--- config.mk ---
export PLATFORM = sky130hd
export DESIGN_NAME = alu
export DESIGN_NICKNAME = d
export VERILOG_FILES = /design/src/source/proc_pkg.sv /design/src/source/alu.sv
export SDC_FILE = /design/constraint.sdc
export NUM_CORES = 1
export LEC_CHECK = 0
export BUFFER_PORTS_ARGS = -buffer_cell sky130_fd_sc_hd__buf_2
export CORE_MARGIN = 10
export CORE_UTILIZATION = 55
export DETAILED_ROUTE_END_ITERATION = 10
export PLACE_DENSITY = 0.86
export SKIP_LAST_GASP = 1
export SYNTH_ARGS = -nofsm -noshare
export SYNTH_HDL_FRONTEND = slang
export SYNTH_SLANG_ARGS = --single-unit
--- constraint.sdc ---
create_clock -name vclk -period 4.4
set_input_delay 0.22 -clock vclk [all_inputs]
set_output_delay 0.22 -clock vclk [all_outputs]
set_load 0.01 [all_outputs]
--- src/source/proc_pkg.sv ---
package proc_pkg;

    ////////////////////////////////////////////////////////////////////////////
    // Basic widths
    ////////////////////////////////////////////////////////////////////////////

    typedef logic [31:0] word_t;
    typedef logic [4:0]  reg_index_t;
    typedef logic [3:0]  byte_en_t;

    localparam int REG_COUNT = 32;

    // Instruction field positions
    localparam int OPCODE_HI = 31;
    localparam int OPCODE_LO = 26;
    localparam int RD_HI     = 25;
    localparam int RD_LO     = 21;
    localparam int RS1_HI    = 20;
    localparam int RS1_LO    = 16;
    localparam int RS2_HI    = 15;
    localparam int RS2_LO    = 11;
    localparam int IMM_HI    = 15;
    localparam int IMM_LO    = 0;

    // Cache geometry, one word per line
    localparam int CACHE_LINES      = 16;
    localparam int CACHE_INDEX_BITS = $clog2(CACHE_LINES);
    localparam int CACHE_TAG_BITS   = 32 - CACHE_INDEX_BITS - 2;

    // Backing memory
    localparam int MEM_WORDS     = 1024;
    localparam int MEM_ADDR_BITS = $clog2(MEM_WORDS);
    localparam int MEM_LATENCY   = 4;
    localparam int MEM_CNT_BITS  = $clog2(MEM_LATENCY) + 1;

    typedef logic [CACHE_INDEX_BITS-1:0] cache_index_t;
    typedef logic [CACHE_TAG_BITS-1:0]   cache_tag_t;

    ////////////////////////////////////////////////////////////////////////////
    // Opcodes and pipeline records
    ////////////////////////////////////////////////////////////////////////////

    typedef enum logic [5:0] {
        op_nop  = 6'h00,
        op_add  = 6'h01,
        op_sub  = 6'h02,
        op_and  = 6'h03,
        op_or   = 6'h04,
        op_xor  = 6'h05,
        op_slt  = 6'h06,
        op_addi = 6'h07,
        op_lw   = 6'h08,
        op_sw   = 6'h09,
        op_lb   = 6'h0a,
        op_sb   = 6'h0b
    } opcode_t;

    // Control flags, is_load steers write-back to the cache data
    typedef struct packed {
        logic mem_read;
        logic mem_write;
        logic byte_sel;
        logic reg_write;
        logic is_load;
    } control_t;

    typedef struct packed {
        logic       valid;
        opcode_t    op;
        control_t   control;
        word_t      rs1_data;
        word_t      rs2_data;
        word_t      imm;
        logic       use_imm;
        reg_index_t rd;
    } id_ex_t;

    typedef struct packed {
        logic       valid;
        reg_index_t rd;
        word_t      data;
    } wb_t;

    typedef enum logic [1:0] {
        cache_idle,
        cache_fill,
        cache_write
    } cache_state_t;

endpackage

--- src/source/alu.sv ---
`timescale 1ns/1ps

module alu import proc_pkg::*; (
    input  id_ex_t id_ex,
    output word_t  result
);

    word_t operand_a;
    word_t operand_b;

    // First operand always from rs1
    assign operand_a = id_ex.rs1_data;
    // Immediate replaces rs2 for addi
    assign operand_b = id_ex.use_imm ? id_ex.imm : id_ex.rs2_data;

    always_comb begin
        case (id_ex.op)
            op_add, op_addi: begin
                result = operand_a + operand_b;
            end
            op_sub: begin
                result = operand_a - operand_b;
            end
            op_and: begin
                result = operand_a & operand_b;
            end
            op_or: begin
                result = operand_a | operand_b;
            end
            op_xor: begin
                result = operand_a ^ operand_b;
            end
            // Signed compare, result is 0 or 1
            op_slt: begin
                result = ($signed(operand_a) < $signed(operand_b)) ? 32'd1 : 32'd0;
            end
            // Memory ops and nop, result unused by write-back
            default: begin
                result = operand_a + operand_b;
            end
        endcase
    end

endmodule

* Word level (Yosys, flattened, before mapping)
Index checks and enable logic that the tools add are counted.
** Storage, ports and cells
- Output and inout bits :: 32
- Bits in registers :: 0
- Word-level logic and storage cells :: 14
- Input port bits :: 114
** Operators by class
- Mux-type cells :: 3
- Bitwise operators :: 3
- $lt $le $gt $ge :: 1
- Equal/unequal tests :: 5
- Add/sub/neg operators :: 2
** Operator list (number)
- $pmux 32 s5 :: 1
- $add 32x32->32 :: 1
- $and 32x32->32 :: 1
- $lt 32x32->1 :: 1
- $mux 32 :: 1
- $or 32x32->32 :: 1
- $sub 32x32->32 :: 1
- $xor 32x32->32 :: 1
- $eq 6x3->1 const B :: 3
- $eq 6x2->1 const B :: 2
- $mux 1 :: 1

* Depth between registers and ports, before layout
- Depth in word-level cells :: 4
- Gate-level depth with buffers :: 17
- Mapped depth without buffers :: 15

* Least setup slack after synthesis
No wires, ideal clock.
- Path type :: input port to output port
- From :: input id_ex[5] (netlist bit)
- To :: output result[29]
- Setup slack :: 0.488 ns
- Path buffers :: 2
- Arrival :: 3.692 ns
- Stages :: 13
- Path through :: clkbuf_1 > buf_1 > mux2i_1 > ha_1 > or4_4 > o221ai_2 > a31oi_2 > o41ai_4 > a221oi_4 > o221ai_4 > a211oi_1 > a211o_1 > a21oi_2
** On the way
- Word-level cells in the longest chain between the ends :: 3
- Elaborated cells on any way between the ends :: 7
** RTL lines
- from (decl) :: RTL line alu.sv:4 : input id_ex_t id_ex,
- $mux 32 * :: RTL line alu.sv:14 : assign operand_b = id_ex.use_imm ? id_ex.imm : id_ex.rs2_data;
- $add 32x32->32 (tied with other cells) :: RTL line alu.sv:19, alu.sv:39
- $pmux 32 s5 * :: RTL line alu.sv:17 : case (id_ex.op)
- to (decl) :: RTL line alu.sv:5 : output word_t result
Every way passes the cells marked *; elsewhere a longest branch is shown, timed or not.

* Worst setup path after layout
- From :: input id_ex[5] (netlist bit)
- To :: output result[30]
The elaborated chain is that of the path after synthesis.

==> results.toml <==
[outcome]
outcome = "completed"

[worst_setup_path]
crit_path_end_kind = "output port"
worstPathMaxFanout = 13
startpoint_type = "input port"
crit_required_ns = 4.18
path_class = "input port to output port"
crit_arrival_ns = 3.78

[yosys]
yosys.area.top_type_share_pct = 26.6
synthCells = 732
synth-simple-area-share_pct = 14.3
synth-xor-area-share_pct = 4.40
ys_types = 72
post-synth-top-area-cell = "ha_1"
synth_common_cells = "110 x ha_1, 98 x inv_1, 75 x nor2_1, 65 x a21oi_1"
synth_top_family_by_area = "compound AO/OA/AOI/OAI gates"
synth_compound_area_share_pct = 37.1
synthMuxAreaShare_pct = 6.61
syn_avg_cell_area_um2 = 7.06
yosysWarnings = 0
netlist_area_mm2 = 0.00517
synth_nets = 958
ys_seq_area_share_pct = 0
synth_most_common_cell = "ha_1"
synth_fa_ha_area_share_pct = 27.4
synthTopCellsByArea = "ha_1 27%, inv_1 7.1%, mux2i_1 6.4%"

[timing]
setup_viol_count_final = 0
worst_pin_slew_ns = 1.05
post-route-period-util_pct = 91.0
drv_slew = 0
whs_ns = 0.920
min_period_ns = 4.00
rsz0062_at_grt = "false"
setup_tns_ns = 0
finalHoldViolCount = 0
maxSlewHeadroom_pct = 29.8
clock.fmax_mhz = 250

[layout]
seq_area_um2 = 0
multi_input_area_mm2 = 0.00466
area_delta_synth_final_pct = 14.4
seq_cell_count = 0
fin_nets = 1063
n_clock_buffer = 0
diodes = 0
final_cells = 946
drive_gt1_share_pct = 20.1
n_fill_cell = 870
final_area_mm2 = 0.00592

[floorplan]
die_height_um = 117
dieArea_mm2 = 0.0137
core_area_mm2 = 0.00920
dieWidth_um = 117
rows = 35
start_util_pct = 56.2
ioPinCount = 146

[min_path]
hp-start = "id_ex[109]"
whs_path_depth = 4
whs_endpoint = "result[0]"
hold_class = "input port to output port"

[cts]
cts_setup_buffers = 0
hold_buffers = 0

[detailed_routing]
wl_per_cell_um = 15.8
drt-pass1-iter-count = 5
drtAntennaViolNets = 0
remaining_drc_errors = 0
avgViaCountPerCell = 6.01
wirelength_mm = 15.0
vias = 5686
drtIter0Drc = 401

[global_route]
grt_usage_pct = 20.9
grt-ovfl-total = 0
gr-usage-met2_pct = 38.2
grt_pass1_wl_mm = 24.8
gr-max-usage-layer = "met2"
met3_usage_pct = 3.01
grtUsageMet1_pct = 25.4
antenna_found_initial = 0
grt_max_degree = 32
grt_pass1_vias = 5620

[power_and_ir_drop]
ir_drop_uv = 83.1
power_leakage_nw = 3.12
p_per_area_mw_per_mm2 = 157
power_w = 0.000931

[placed_design]
io_buffers = 135
placed_cell_area_mm2 = 0.00590
dp.cells = 946
gp_congestion = 0.915
hpwl_mm = 12.1

[flow_run]
drv_cap = 0
-- layer usage --
metal	wire length (um)	vias up
met5	0	-
met4	176	0
met3	1130	24
met2	7400	238
met1	6280	2572
li1	-	2852
-- worst max-delay path by stage --
stage | from | end | slack (ns)
after floorplan | id_ex[5] | result[29] | 0.49
after global placement | id_ex[5] | result[0] | 0.33
after detailed placement | id_ex[5] | result[30] | 0.26
after CTS | id_ex[5] | result[30] | 0.24
after global routing | id_ex[5] | result[28] | 0.07
final | id_ex[5] | result[30] | 0.40
-- critical path, cell delays in order --
cell and delay, ns:
clkbuf_4 0.26, mux2i_1 0.14, inv_1 0.09, ha_1 0.19, inv_1 0.07, fa_1 0.45, inv_1 0.08, a21oi_1 0.09
o21ai_0 0.40, a21oi_1 0.21, o31a_1 0.36, nand3_1 0.15, a41oi_1 0.22, o31ai_1 0.32, a21boi_1 0.11, o32ai_1 0.21
buf_2 0.20
-- cells by family (layout without fill, tap and decap cells) --
logic type,Yosys count,in the layout
XOR/XNOR,26,26
multiplexers,34,34
AND/OR/NAND/NOR,162,162
adder cells (fa/ha/maj),112,112
buffers and inverters,139,242
AO/OA/AOI/OAI,259,259
-- area by class of cell --
class	count	share of cell area [%]
well taps	111	2.35
multi-input cells	593	78.8
repair buffers	144	12.6
inverters	98	6.22
-- power by group --
part	internal (W)	switching [W]
combinational	0.000392	0.000539
sequential	0	0
clock	0	0
total	0.000392	0.000539
-- repair_timing --
item,in CTS,in global routing
resized for setup,0,3
setup endpoints to repair,0,4
hold endpoints to repair,0,0
-- layout by cell type (no fill, tap or decap), types with 3 or more instances in the layout --
cell type  count
mux2i_1       33
a211oi_1       6
o21bai_1      14
buf_4          9
a21o_1        18
and3_1         3
o21ai_0       31
nand4_1        3
o221ai_1      17
ha_1         110
a31oi_1        8
nor2b_1        6
buf_2        134
a22oi_1        5
nand2b_1       4
nor4_1         3
a21oi_1       65
nand2_1       30
o31a_1         3
o31ai_1        5
and2_1         5
xor2_1         6
a221oi_1      33
inv_1         98
xnor2_1       20
o22ai_1        5
o21a_1         5
o211ai_1       8
o221a_2        3
nand3_1        8
nor2_1        74
nor3_1        12
a41oi_1        3
-- stage by stage --
stage               util [%]  setup slack, ns
detailed placement      64.1            0.258
finish                  64.3            0.396
global placement        64.1            0.332
global route            64.3           0.0697
floorplan                  -            0.488
CTS                     64.1            0.243
(Power assumes the default switching activity.)
