**src/source/proc_pkg.sv**
```systemverilog
package proc_pkg;

    ////////////////////////////////////////////////////////////////////////////
    // Basic widths
    ////////////////////////////////////////////////////////////////////////////

    typedef logic [31:0] word_t;
    typedef logic [4:0]  reg_index_t;
    typedef logic [3:0]  byte_en_t;

    localparam int REG_COUNT = 32;

    // Instruction field positions
    localparam int OPCODE_HI = 31;
    localparam int OPCODE_LO = 26;
    localparam int RD_HI     = 25;
    localparam int RD_LO     = 21;
    localparam int RS1_HI    = 20;
    localparam int RS1_LO    = 16;
    localparam int RS2_HI    = 15;
    localparam int RS2_LO    = 11;
    localparam int IMM_HI    = 15;
    localparam int IMM_LO    = 0;

    // Cache geometry, one word per line
    localparam int CACHE_LINES      = 16;
    localparam int CACHE_INDEX_BITS = $clog2(CACHE_LINES);
    localparam int CACHE_TAG_BITS   = 32 - CACHE_INDEX_BITS - 2;

    // Backing memory
    localparam int MEM_WORDS     = 1024;
    localparam int MEM_ADDR_BITS = $clog2(MEM_WORDS);
    localparam int MEM_LATENCY   = 4;
    localparam int MEM_CNT_BITS  = $clog2(MEM_LATENCY) + 1;

    typedef logic [CACHE_INDEX_BITS-1:0] cache_index_t;
    typedef logic [CACHE_TAG_BITS-1:0]   cache_tag_t;

    ////////////////////////////////////////////////////////////////////////////
    // Opcodes and pipeline records
    ////////////////////////////////////////////////////////////////////////////

    typedef enum logic [5:0] {
        op_nop  = 6'h00,
        op_add  = 6'h01,
        op_sub  = 6'h02,
        op_and  = 6'h03,
        op_or   = 6'h04,
        op_xor  = 6'h05,
        op_slt  = 6'h06,
        op_addi = 6'h07,
        op_lw   = 6'h08,
        op_sw   = 6'h09,
        op_lb   = 6'h0a,
        op_sb   = 6'h0b
    } opcode_t;

    // Control flags, is_load steers write-back to the cache data
    typedef struct packed {
        logic mem_read;
        logic mem_write;
        logic byte_sel;
        logic reg_write;
        logic is_load;
    } control_t;

    typedef struct packed {
        logic       valid;
        opcode_t    op;
        control_t   control;
        word_t      rs1_data;
        word_t      rs2_data;
        word_t      imm;
        logic       use_imm;
        reg_index_t rd;
    } id_ex_t;

    typedef struct packed {
        logic       valid;
        reg_index_t rd;
        word_t      data;
    } wb_t;

    typedef enum logic [1:0] {
        cache_idle,
        cache_fill,
        cache_write
    } cache_state_t;

endpackage

```
**src/source/writeback.sv**
```systemverilog
`timescale 1ns/1ps

module writeback import proc_pkg::*; (
    input  logic   clk,
    input  logic   rst_n,
    input  logic   hold,
    input  id_ex_t id_ex,
    input  word_t  alu_result,
    input  word_t  load_data,
    output wb_t    wb
);

    logic  wb_valid;
    word_t wb_data;

    // Register 0 writes never reach the trace
    assign wb_valid = id_ex.valid && id_ex.control.reg_write && (id_ex.rd != '0);

    // Loads take the cache word
    assign wb_data = id_ex.control.is_load ? load_data : alu_result;

    always_ff @(posedge clk) begin
        if (!rst_n) begin
            wb.valid <= 1'b0;
        end else if (!hold) begin
            wb.valid <= wb_valid;
            wb.rd    <= id_ex.rd;
            wb.data  <= wb_data;
        end
    end

endmodule

```
**config.mk**
```make
export PLATFORM = sky130hd
export DESIGN_NAME = writeback
export DESIGN_NICKNAME = d
export VERILOG_FILES = /design/src/source/proc_pkg.sv /design/src/source/writeback.sv
export SDC_FILE = /design/constraint.sdc
export NUM_CORES = 1
export LEC_CHECK = 0
export ABC_AREA = 1
export BUFFER_PORTS_ARGS = -buffer_cell sky130_fd_sc_hd__buf_2
export CAP_MARGIN = 20
export CORE_AREA = 2 2 85 87
export DETAILED_ROUTE_END_ITERATION = 6
export DIE_AREA = 0 0 87 89
export PLACE_DENSITY = 0.69
export SYNTH_ARGS = -nofsm -noshare
export SYNTH_HDL_FRONTEND = slang
export SYNTH_SLANG_ARGS = --single-unit
```
**constraint.sdc**
```tcl
create_clock -name clk -period 2.45 [get_ports clk]
set_clock_uncertainty 0.1 [all_clocks]
set_input_delay 0.245 -clock clk [delete_from_list [all_inputs] [get_ports clk]]
set_output_delay 0.245 -clock clk [all_outputs]
set_load 0.005 [all_outputs]
```
After elaboration in Yosys (flattened, before gate mapping)
Cells that the tools add are included.
{ "word_totals": {"reg_bits": 38, "latch_bits": 0, "ram_bits": 0, "rom_bits": 0, "input_bits": 181, "output_inout_bits": 38, "word_cells": 9, "memories": 0} }
{ "classes": {"n_addsub": 0, "multipliers": 0, "n_div": 0, "order_cmp": 0, "eq_ne": 0, "n_shift": 0, "mux": 1, "bitwise": 1, "reduce_logical": 4} }
{ "op_table": {"columns": ["op", "n"], "rows": [
  ["2-to-1 mux 32 bit", 1],
  ["nonzero test 5 bit", 1],
  ["logical AND 1 bit", 2],
  ["AND reduction 2 bit", 1],
  ["NOT 1 bit", 1]
]} }

Depth between registers and ports, before layout
{ "logic_depth": {"ltp_word": 2, "depth_mapped": 5, "ltp_nobuf": 5} }

Worst setup path before layout
OpenSTA, ideal clock, no wires.
{ "synth_path": {"path_kind": "input-to-reg", "startpoint": "input rst_n", "endpoint": "register wb[0] in the netlist's numbering (enable)", "setup_time_ps": 432, "t_arrival_ps": 1857, "required_ps": 1918, "slack_ps": 61, "cell_stages": 2, "n_path_buf": 0, "path_cell_list": "inv_1 > nor2_1"} }
{ "synth_between": {"elab_chain_cells": 1} }
{ "synth_lines": {"columns": ["element", "line", "text"], "rows": [
  ["from (decl)", "writeback.sv:5", "input logic rst_n,"],
  ["AND reduction 2 bit (no line)", null, null],
  ["to (decl)", "writeback.sv:10", "output wb_t wb"]
]} }
Every way passes these cells.
A chain may end at the register's enable or synchronous reset.

Final worst setup path
{ "layout_path": {"startpoint": "input id_ex[102] in the netlist's numbering", "endpoint": "register wb[29] in the netlist's numbering (data pin)"} }
{ "layout_between": {"elab_chain_cells": 1} }
{ "layout_lines": {"columns": ["element", "line", "text"], "rows": [
  ["from (decl)", "writeback.sv:7", "input id_ex_t id_ex,"],
  ["2-to-1 mux 32 bit", "writeback.sv:20", "assign wb_data = id_ex.control.is_load ? load_data : alu_result;"],
  ["named net wb_data[29]", "writeback.sv:14", "word_t wb_data;"]
]} }
The timed path passes the listed nets, and every way through them passes these cells.

==> impl_metrics.env <==
export IMPL_cap_viol_max_count=0
export IMPL_gr_usage_all_layers=0.0949
export IMPL_largest_reg_flops=38
export IMPL_num_cts_buffers=5
export IMPL_critical_path_peak_fanout=32
export IMPL_io_pins=219
export IMPL_synth_net_count=268
export IMPL_antenna_diode_count=0
export IMPL_arrival_ns=1.17
export IMPL_dr_pass1_iters=5
export IMPL_grt_pass1_vias=1158
export IMPL_timing_final_crit_period_ns=1.23
export IMPL_hold_buffers=0
export IMPL_timing_fmax_ghz=0.816
export IMPL_hpwlAfterDp_um=3050
export IMPL_seqCellArea_sq_um=1130
export IMPL_fillCellCount=644
export IMPL_dp_cells=277
export IMPL_criticalPathCategory="primary input to flop"
export IMPL_fp_dieArea_sq_um=7740
export IMPL_timing_final_crit_share=0.500
export IMPL_post_route_cells_drive_above_1_share=0.746
export IMPL_setup_violations_final=0
export IMPL_worstSkewPairLatency_ns=0.28
export IMPL_antenna_found_initial=0
export IMPL_row_count=30
export IMPL_final_ant_viol_nets=0
export IMPL_post_synth_num_cell_types=11
export IMPL_syn2layout_area_growth_pct=40.9
export IMPL_grt_max_degree=33
export IMPL_area_used_by_multi_input_combinational_logic_sq_um=517
export IMPL_chipWidth_um=87
export IMPL_power_static_leakage_nw=1.14
export IMPL_postSynthCellCount=87
export IMPL_post_synth_top_area_fraction=0.643
export IMPL_initialDrtViolationCount=27
export IMPL_cp_required_ns=2.39
export IMPL_start_kind="primary input"
export IMPL_postRouteWirelength_um=3700
export IMPL_route_detailed_vias_per_inst=4.13
export IMPL_yosysTopAreaCell="sky130_fd_sc_hd__edfxtp_1"
export IMPL_powerDensity_nw_per_um2=576
export IMPL_post_route_util=0.362
export IMPL_wl_per_cell_um=13.0
export IMPL_chipHeight_um=89
export IMPL_cts_post_setup_buffers_inserted=0
export IMPL_ys_warnings_count=0
export IMPL_synth_sequential_area_ratio=0.655
export IMPL_drc=0
export IMPL_tritoncts="yes"
export IMPL_max_slew_margin=0.639
export IMPL_power_w=0.00140
export IMPL_numClockSinks=38
export IMPL_setup_tns_ns=0
export IMPL_timing_final_hold_violations=0
export IMPL_dr_total_vias=1178
export IMPL_htree_levels=2
export IMPL_gates_resized_cts_repair=0
export IMPL_cts_root_buf="sky130_fd_sc_hd__clkbuf_8"
export IMPL_place_worst_setup_slack_ns=0.902
export IMPL_worst_voltage_drop_across_the_vdd_grid_mv=0.247
export IMPL_grt_pass1_wl_um=5490
export IMPL_initial_core_util=0.257
export IMPL_worstHoldPathType="primary input to flop"
export IMPL_cts_path_max_buffers=2
export IMPL_grt_setup_unrepaired="no"
export IMPL_io_buffers=112
export IMPL_synth_top_cells_by_area="sky130_fd_sc_hd__edfxtp_1 (64%), sky130_fd_sc_hd__mux2_4 (26%), sky130_fd_sc_hd__buf_12 (3.5%)"
export IMPL_nNetsFinal=385
export IMPL_top_register="wb"
export IMPL_gr_total_overflow=0
export IMPL_status="finished clean"
export IMPL_mappedNetlistArea_sq_um=1730
export IMPL_core_footprint_sq_um=6720
export IMPL_setup_slack_ns=1.22
export IMPL_slew_violations=0
export IMPL_cts_clk_slew_worst_paths_ns=0.07
export IMPL_worst_slew_pin_transition_ns=0.542
export IMPL_syn_mean_instance_area_sq_um=19.8
export IMPL_placer_s_final_routability_congestion_estimate=0.710
export IMPL_reg_top3="wb x38"
export IMPL_post_layout_nonfiller_instances=285
export IMPL_synth_seq_cells=38
export IMPL_crit_path_end_kind="flop"
layer usage:
layer / track usage / wire length (um) / part of all wire
met1: 0.115 / 1580 / 0.43
met2: 0.144 / 1560 / 0.42
met3: 0.0582 / 534 / 0.14
met4: 0.0213 / 15 / 0.0041
met5: 0 / 0 / 0
cell usage in the layout (no fill, tap or decap):
cell type	instances
sky130_fd_sc_hd__a21oi_1	1
sky130_fd_sc_hd__buf_12	1
sky130_fd_sc_hd__buf_2	112
sky130_fd_sc_hd__buf_4	1
sky130_fd_sc_hd__clkbuf_1	1
sky130_fd_sc_hd__clkbuf_8	5
sky130_fd_sc_hd__clkinv_1	1
sky130_fd_sc_hd__clkinv_2	1
sky130_fd_sc_hd__dfxtp_1	1
sky130_fd_sc_hd__edfxtp_1	37
sky130_fd_sc_hd__inv_1	4
sky130_fd_sc_hd__mux2_2	2
sky130_fd_sc_hd__mux2_4	30
sky130_fd_sc_hd__nand2_1	3
sky130_fd_sc_hd__nand3_1	1
sky130_fd_sc_hd__nor2_1	3
sky130_fd_sc_hd__nor2_4	1
Yosys cell counts (all sizes together):
cell type / instances
edfxtp: 37
mux2: 32
buf: 4
inv: 4
nor2: 4
nand2: 3
a21oi: 1
dfxtp: 1
nand3: 1
worst max-delay path, stage by stage:
cell,delay [ns]
sky130_fd_sc_hd__buf_2,0.07
sky130_fd_sc_hd__buf_4,0.45
sky130_fd_sc_hd__mux2_2,0.39
through the flow:
| step | area, sq um | hold WS [ns] |
|---|---|---|
| CTS | 2430 | 0.0504 |
| detailed placement | 2350 | 0.349 |
| finish | 2430 | 0.0607 |
| floorplan | 1730 | 0.244 |
| global placement | 2350 | 0.345 |
| global route | 2430 | 0.0394 |
cell type report:
cell class,count,share of cell area
sequential,38,0.465
inverter,4,0.00617
tap,80,0.0412
clock inverter,2,0.00360
multi-input combinational,41,0.212
clock buffer,6,0.0298
timing repair buffer,114,0.242
final timing paths:
path | start | end | slack (ns) | cells after the start
setup / recovery | id_ex[102] | wb[29]$_DFFE_PP_ | 1.22 | 3
hold / removal | id_ex[1] | wb[33]$_DFFE_PP_ | 0.06 | 1
setup reg to reg | wb[37]$_SDFFE_PN0N_ | wb[37]$_SDFFE_PN0N_ | 1.79 | 2
hold reg to reg | wb[37]$_SDFFE_PN0N_ | wb[37]$_SDFFE_PN0N_ | 0.36 | 2
cell families (layout without fill, tap and decap cells):
family / after synthesis / after routing / share of synthesized area
simple gates: 8 / 8 / 0.0181
compound gates: 1 / 1 / 0.00290
mux: 32 / 32 / 0.274
flops: 38 / 38 / 0.655
buf+inv: 8 / 126 / 0.0500
where the power goes:
group          total (W)  switching [W]  internal, W
registers       0.000779      0.0000105     0.000768
logic           0.000219      0.0000834     0.000135
clock network   0.000404       0.000208     0.000196
total            0.00140       0.000302      0.00110
(Power assumes the default switching activity.)
