File: config.mk
export PLATFORM = sky130hd
export DESIGN_NAME = decode
export DESIGN_NICKNAME = d
export VERILOG_FILES = /design/src/source/proc_pkg.sv /design/src/source/decode.sv
export SDC_FILE = /design/constraint.sdc
export NUM_CORES = 2
export LEC_CHECK = 0
export BUFFER_PORTS_ARGS = -buffer_cell sky130_fd_sc_hd__buf_2
export CORE_MARGIN = 3
export CORE_UTILIZATION = 40
export DETAILED_ROUTE_END_ITERATION = 12
export GPL_TIMING_DRIVEN = 0
export HOLD_SLACK_MARGIN = 0.08
export PLACE_DENSITY = 0.53
export SLEW_MARGIN = 20
export SYNTH_ARGS = -nofsm -noshare
export SYNTH_HDL_FRONTEND = slang
export SYNTH_SLANG_ARGS = --single-unit
File: constraint.sdc
create_clock -name clk -period 8.9 [get_ports clk]
set_input_delay 1.78 -clock clk [delete_from_list [all_inputs] [get_ports clk]]
set_output_delay 1.78 -clock clk [all_outputs]
set_load 0.02 [all_outputs]
File: src/source/proc_pkg.sv
package proc_pkg;

    ////////////////////////////////////////////////////////////////////////////
    // Basic widths
    ////////////////////////////////////////////////////////////////////////////

    typedef logic [31:0] word_t;
    typedef logic [4:0]  reg_index_t;
    typedef logic [3:0]  byte_en_t;

    localparam int REG_COUNT = 32;

    // Instruction field positions
    localparam int OPCODE_HI = 31;
    localparam int OPCODE_LO = 26;
    localparam int RD_HI     = 25;
    localparam int RD_LO     = 21;
    localparam int RS1_HI    = 20;
    localparam int RS1_LO    = 16;
    localparam int RS2_HI    = 15;
    localparam int RS2_LO    = 11;
    localparam int IMM_HI    = 15;
    localparam int IMM_LO    = 0;

    // Cache geometry, one word per line
    localparam int CACHE_LINES      = 16;
    localparam int CACHE_INDEX_BITS = $clog2(CACHE_LINES);
    localparam int CACHE_TAG_BITS   = 32 - CACHE_INDEX_BITS - 2;

    // Backing memory
    localparam int MEM_WORDS     = 1024;
    localparam int MEM_ADDR_BITS = $clog2(MEM_WORDS);
    localparam int MEM_LATENCY   = 4;
    localparam int MEM_CNT_BITS  = $clog2(MEM_LATENCY) + 1;

    typedef logic [CACHE_INDEX_BITS-1:0] cache_index_t;
    typedef logic [CACHE_TAG_BITS-1:0]   cache_tag_t;

    ////////////////////////////////////////////////////////////////////////////
    // Opcodes and pipeline records
    ////////////////////////////////////////////////////////////////////////////

    typedef enum logic [5:0] {
        op_nop  = 6'h00,
        op_add  = 6'h01,
        op_sub  = 6'h02,
        op_and  = 6'h03,
        op_or   = 6'h04,
        op_xor  = 6'h05,
        op_slt  = 6'h06,
        op_addi = 6'h07,
        op_lw   = 6'h08,
        op_sw   = 6'h09,
        op_lb   = 6'h0a,
        op_sb   = 6'h0b
    } opcode_t;

    // Control flags, is_load steers write-back to the cache data
    typedef struct packed {
        logic mem_read;
        logic mem_write;
        logic byte_sel;
        logic reg_write;
        logic is_load;
    } control_t;

    typedef struct packed {
        logic       valid;
        opcode_t    op;
        control_t   control;
        word_t      rs1_data;
        word_t      rs2_data;
        word_t      imm;
        logic       use_imm;
        reg_index_t rd;
    } id_ex_t;

    typedef struct packed {
        logic       valid;
        reg_index_t rd;
        word_t      data;
    } wb_t;

    typedef enum logic [1:0] {
        cache_idle,
        cache_fill,
        cache_write
    } cache_state_t;

endpackage

File: src/source/decode.sv
`timescale 1ns/1ps

module decode import proc_pkg::*; (
    input  logic   clk,
    input  logic   rst_n,
    input  word_t  ir,
    input  logic   hold,
    input  wb_t    wb,
    output id_ex_t id_ex
);

    // Raw fields
    opcode_t    op;
    reg_index_t rd;
    reg_index_t rs1;
    reg_index_t rs2;
    reg_index_t rs2_sel;
    word_t      imm;

    // Decoded controls
    control_t control;
    logic     use_imm;
    logic     valid;

    // Register file
    word_t regs [REG_COUNT];
    word_t rs1_data;
    word_t rs2_data;

    assign op  = opcode_t'(ir[OPCODE_HI:OPCODE_LO]);
    assign rd  = ir[RD_HI:RD_LO];
    assign rs1 = ir[RS1_HI:RS1_LO];
    assign rs2 = ir[RS2_HI:RS2_LO];
    // Sign extension of the 16-bit immediate
    assign imm = {{16{ir[IMM_HI]}}, ir[IMM_HI:IMM_LO]};

    ////////////////////////////////////////////////////////////////////////////
    // Control decode
    ////////////////////////////////////////////////////////////////////////////

    always_comb begin
        control = '0;
        use_imm = 1'b0;
        valid   = 1'b1;
        case (op)
            op_add, op_sub, op_and, op_or, op_xor, op_slt: begin
                control.reg_write = 1'b1;
            end
            op_addi: begin
                control.reg_write = 1'b1;
                use_imm           = 1'b1;
            end
            op_lw, op_lb: begin
                control.mem_read  = 1'b1;
                control.reg_write = 1'b1;
                control.is_load   = 1'b1;
                control.byte_sel  = (op == op_lb);
                use_imm           = 1'b1;
            end
            op_sw, op_sb: begin
                control.mem_write = 1'b1;
                control.byte_sel  = (op == op_sb);
                use_imm           = 1'b1;
            end
            // Nop and unknown codes leave the slot empty
            default: begin
                valid = 1'b0;
            end
        endcase
    end

    // Store data register sits in the rd field, the rs2 bits belong to the offset
    assign rs2_sel = control.mem_write ? rd : rs2;

    // Register 0 reads as zero
    assign rs1_data = (rs1 == '0) ? '0 : regs[rs1];
    assign rs2_data = (rs2_sel == '0) ? '0 : regs[rs2_sel];

    // Register write from the registered write-back port
    always_ff @(posedge clk) begin
        if (!rst_n) begin
            for (int i = 0; i < REG_COUNT; i++) begin
                regs[i] <= '0;
            end
        end else if (wb.valid && wb.rd != '0) begin
            regs[wb.rd] <= wb.data;
        end
    end

    ////////////////////////////////////////////////////////////////////////////
    // ID/EX register, frozen during a stall
    ////////////////////////////////////////////////////////////////////////////

    always_ff @(posedge clk) begin
        if (!rst_n) begin
            id_ex.valid   <= 1'b0;
            id_ex.control <= '0;
        end else if (!hold) begin
            id_ex.valid    <= valid;
            id_ex.op       <= op;
            id_ex.control  <= control;
            id_ex.rs1_data <= rs1_data;
            id_ex.rs2_data <= rs2_data;
            id_ex.imm      <= imm;
            id_ex.use_imm  <= use_imm;
            id_ex.rd       <= rd;
        end
    end

endmodule

* Word level (Yosys, flattened, before mapping)
Memories as Yosys holds them, arrays and structs flattened. A register that Yosys moved wholly into a read port is not among the register bits.
Index checks and enable logic that the tools add are counted.
** Storage, ports and cells
- Memories kept :: 1
- Input port bits :: 73
- Flip-flop bits (word level) :: 33
- Output and inout port bits :: 114
- RAM bits :: 1024
- Word-level logic and storage cells :: 47
** Memory list
- regs :: depth 32, width 32, rd ports 2, clocked after memory_dff 2, wr ports 32, line decode.sv:26 : word_t regs [REG_COUNT];
** Cells by class
- Bitwise logic cells :: 1
- Equality and inequality tests :: 11
- Reduce and logical (&&, ||, !) cells :: 11
- Mux-type cells :: 14
** Operators by type and width (number)
- $mux W32 :: 1
- $reduce_or A32 Y1 :: 1
- $eq A6 B3 Y1 const B :: 4
- $eq A6 B4 Y1 const B :: 4
- $eq A6 B2 Y1 const B :: 2
- $reduce_or A11 Y1 :: 1
- $logic_not A5 Y1 :: 2
- $mux W1 :: 10
- $mux W5 :: 2
- $reduce_or A9 Y1 :: 1
- $eq A6 B1 Y1 const B :: 1
- $reduce_bool A5 Y1 :: 1
- $reduce_or A5 Y1 :: 1
- $reduce_or A2 Y1 :: 2
- $pmux W1 S2 :: 1
- $reduce_and A2 Y1 :: 1
- $logic_and A1 B1 Y1 :: 1
- $not A1 Y1 :: 1

* Depth between registers and ports, before layout
- Word-level depth :: 7
- Gate-level depth with buffers :: 10
- Depth with buffers taken out :: 7

* Worst setup path after synthesis
Ideal clock, no wire load.
- Path kind :: input -> register
- Start point :: input rst_n
- End point :: register id_ex[0] (netlist name), enable pin
- Path buffers :: 1
- Slack :: 1.855 ns
- Required time :: 8.358 ns
- Stages :: 3
- Arrival :: 6.503 ns
- Setup time :: 0.542 ns
- Cells stage by stage :: clkbuf_1 -> inv_1 -> nor2_1
** On the way
- Word-level cells in the longest chain between the ends :: 1
** RTL lines
- start: declaration :: line decode.sv:5 : input logic rst_n,
- $reduce_and A2 Y1 (no source line)
- end: declaration :: line decode.sv:9 : output id_ex_t id_ex
Every way passes these cells.
A chain may end at the register's enable or synchronous reset.

* Worst setup path in the final report
- Start point :: input ir[17]
- End point :: register id_ex[89] (netlist name)
** On the way
- Word-level cells in the longest chain between the ends :: 1
** RTL lines
- start: declaration :: line decode.sv:6 : input word_t ir,
- $logic_not A5 Y1 :: line decode.sv:76 : assign rs1_data = (rs1 == '0) ? '0 : regs[rs1];
Several ways; a longest one is shown, not always the timed one.

==> metrics.md <==
| Metric | Value |
|---|---|
| Drt total wl | `316200 microns` |
| Share of post-route cells with drive strength above 1 | `18.95%` |
| Initial antenna violation count | `55` |
| Worst Hold Endpoint | `id_ex[104]` |
| Core area | `144500 sq um` |
| Number of synthesized flops with an enable pin | `1116` |
| Depth of the most critical reg-to-reg path | `6` |
| Final clock skew | `0.02918 ns` |
| Commonest non-fill, non-tap cells in the layout | `edfxtp_1 (1116), and2_1 (992), nand2_1 (398)` |
| CP endpoint kind | `flop` |
| Multi-input logic area | `23400 sq um` |
| Peak VDD IR | `0.0002092 V` |
| Worst EP arrival | `7.04 ns` |
| Nets | `5087` |
| CP Buf/Inv Count | `6` |
| Worst Path Required | `9.37 ns` |
| Final period utilization | `73.84%` |
| Worst skew pair latency | `0.81 ns` |
| RSZ-0062 raised after global routing | `false` |
| Fill cells | `12920` |
| # rows | `139` |
| Final ANT Viol Nets | `0` |
| RR Endpoint | `id_ex[72]` |
| Final setup fails | `0` |
| Worst Hold Class | `reg -> reg` |
| Post-synthesis cell type count | `44` |
| Placed Cells incl. Taps | `6778` |
| P&R area growth vs syn | `17.69%` |
| Grt ovf | `0` |
| Avg WL per Cell | `44.83 microns` |
| Routability congestion estimate | `1.089` |
| Cell area after synthesis | `58530 sq um` |
| Syn Area/Cell | `12.77 sq um` |
| Most common cell after layout, fill and taps aside | `edfxtp_1` |
| I/O pins | `187` |
| # hold bufs at CTS | `0` |
| #FFs+latches synth | `1121` |
| Critical Path Fanout Max | `10` |
| Max incr delay on CP | `0.87 ns` |
| Largest net degree at the start of global routing | `33` |
| Initial Utilization | `40.50%` |
| Ys flop type | `edfxtp_1` |
| Pwr Density | `202.6 nW/um^2` |
| Setup Crit Path Kind | `in -> reg` |
| Final core occ | `47.66%` |
| Fin. max-slew vios | `0` |
| Post-synth top area share | `57.26%` |
| Post-CTS setup buffers | `0` |
| Worst slew margin | `4.729%` |
| Sequential element share of the synthesized area | `57.43%` |
| Hold path depth | `2` |
| Finished Layout Cells | `7053` |
| # port buffers | `184` |
| Fmax | `152.2 MHz` |
| Power consumption | `13950 uW` |
| Largest cells by area after synthesis | `edfxtp_1 (57%), and2_1 (11%), mux4_2 (7.9%)` |
| Syn Inst Count | `4583` |
| Top delay family on crit path | `buffers and inverters` |
| Yosys top cell by area | `edfxtp_1` |
| Die area | `150900 sq um` |
| CTS Sinks | `1121` |
| Vias in the first global route | `44840` |
| Vias | `48170` |
| Slew @ Worst Pin | `1.429 ns` |
| Width of the die | `388.5 microns` |
| Root Buffer | `clkbuf_16` |
| DP HPWL | `229700 microns` |
| Yosys Warn Count | `0` |
| CTS Buf Count | `134` |
| Detailed-router iteration count before antenna repair | `8` |
| Number of remaining DRC errors | `0` |
| R2r setup slk | `6.20 ns` |
| Crit-path most repeated cell | `buf_2` |
| Max-Cap Viols | `0` |
| First-pass GRT wire length | `407900 microns` |
| Max clock buf depth | `3` |
| Hold Fails Final Rpt | `0` |
| TritonCTS clock tree | `built` |
| Die H | `388.5 microns` |
| Async set or reset register ratio after synthesis | `0%` |
| Seq. cell area | `33610 sq um` |
| Slowest stage cell on the critical path | `a211oi_1` |
| Min-Delay Startpoint | `id_ex[104]` |
| Crit path launch type | `primary input` |
| H-tree depth | `4` |
| Final min period | `6.571 ns` |
| Final TNS setup | `0 ns` |
| Status | `finished clean` |
| Critical Path, Cell by Cell | `buf_2 > buf_2 > buf_2 > buf_2 > nand2_1 > clkbuf_1 > buf_1 > o221ai_1 > a221oi_1 > a211oi_1` |
| Drt via density | `6.829` |
| Iteration-0 DRC count of the detailed router | `9438` |
| Leak Pwr | `0.02476 uW` |
| Register clock-pin slew on the reported worst setup and hold paths | `0.06 ns` |
| Tot GR Track Use | `40.92%` |
| R2r startpoint | `regs[7][2]` |
| Post-CTS resize count | `0` |
worst reg2reg max path, stage by stage (launching register included):
cell	delay (ns)
edfxtp_1	0.39
mux4_2	0.51
mux2_2	0.36
a221oi_1	0.74
nor2_1	0.18
a21oi_1	0.16
nor2_1	0.07
layout make-up:
cell class	instances	share of cell area (%)
Clock inverter	79	1.086
Timing Repair Buffer	264	4.143
Clock buffer	161	5.108
Antenna cell	32	0.1163
Sequential cell	1121	48.80
Multi-Input combinational cell	2968	33.97
Buffer	521	3.295
Tap cell	1903	3.457
Inverter	4	0.02543
how the worst max path moves through the flow:
stage | cells after the start | start | endpoint | slack (ns)
after floorplan | 3 | rst_n | id_ex[0] | 1.85
after global placement | 3 | rst_n | id_ex[39] | -2.36
after detailed placement | 10 | ir[17] | id_ex[88] | 1.93
after CTS | 10 | ir[17] | id_ex[89] | 2.77
after global routing | 10 | ir[17] | id_ex[89] | 2.49
final | 10 | ir[17] | id_ex[89] | 2.33
cell families (layout without fill, tap and decap cells):
group,count (synthesis),count (layout),share of synthesized area (%)
flops,1121,1121,57.43
buf+inv,525,1029,3.664
other cells,1,64,0.006407
mux,499,499,13.04
simple gates,1787,1787,17.15
compound gates,650,650,8.712
Yosys cell counts (all sizes together), types with 49 or more instances:
master  count
edfxtp   1116
and2      993
nand2     398
clkbuf    397
mux2i     244
a211oi    211
mux4      206
and3      195
a311oi    192
buf       124
o221ai     91
nor4       67
nor3       53
nor2       51
mux2       49
per-stage QoR:
step                instance area [sq um]  hold slack (ns)  setup WS, ns
floorplan                           58640           0.5282         1.855
global placement                    61950           0.4394        -2.365
finish                              68880           0.4629         2.329
detailed placement                  64460           0.4627         1.932
CTS                                 68730           0.4708         2.765
global route                        68820           0.4802         2.487
sequential cells by signal, summed over array words and instances, names as in the netlist:
signal / flops
regs: 1024
id_ex: 97
layer usage:
metal | vias up | wire, microns | global-route usage [%] | part of all wire [%]
li1 | 18350 | - | - | -
met1 | 24100 | 112200 | 50.35 | 35
met2 | 4590 | 126500 | 55.97 | 40
met3 | 1109 | 52530 | 20.94 | 17
met4 | 20 | 24640 | 26.41 | 7.8
met5 | - | 333 | 1.882 | 0.11
report_power, final:
group          total (uW)  leakage, uW  internal, uW  switching, uW
combinational        2100       0.0120           601           1500
clock                5580      0.00208          3190           2380
sequential           6270       0.0107          6110            159
total               14000       0.0248          9910           4040
Note: power is estimated with default switching activity, not from simulation.
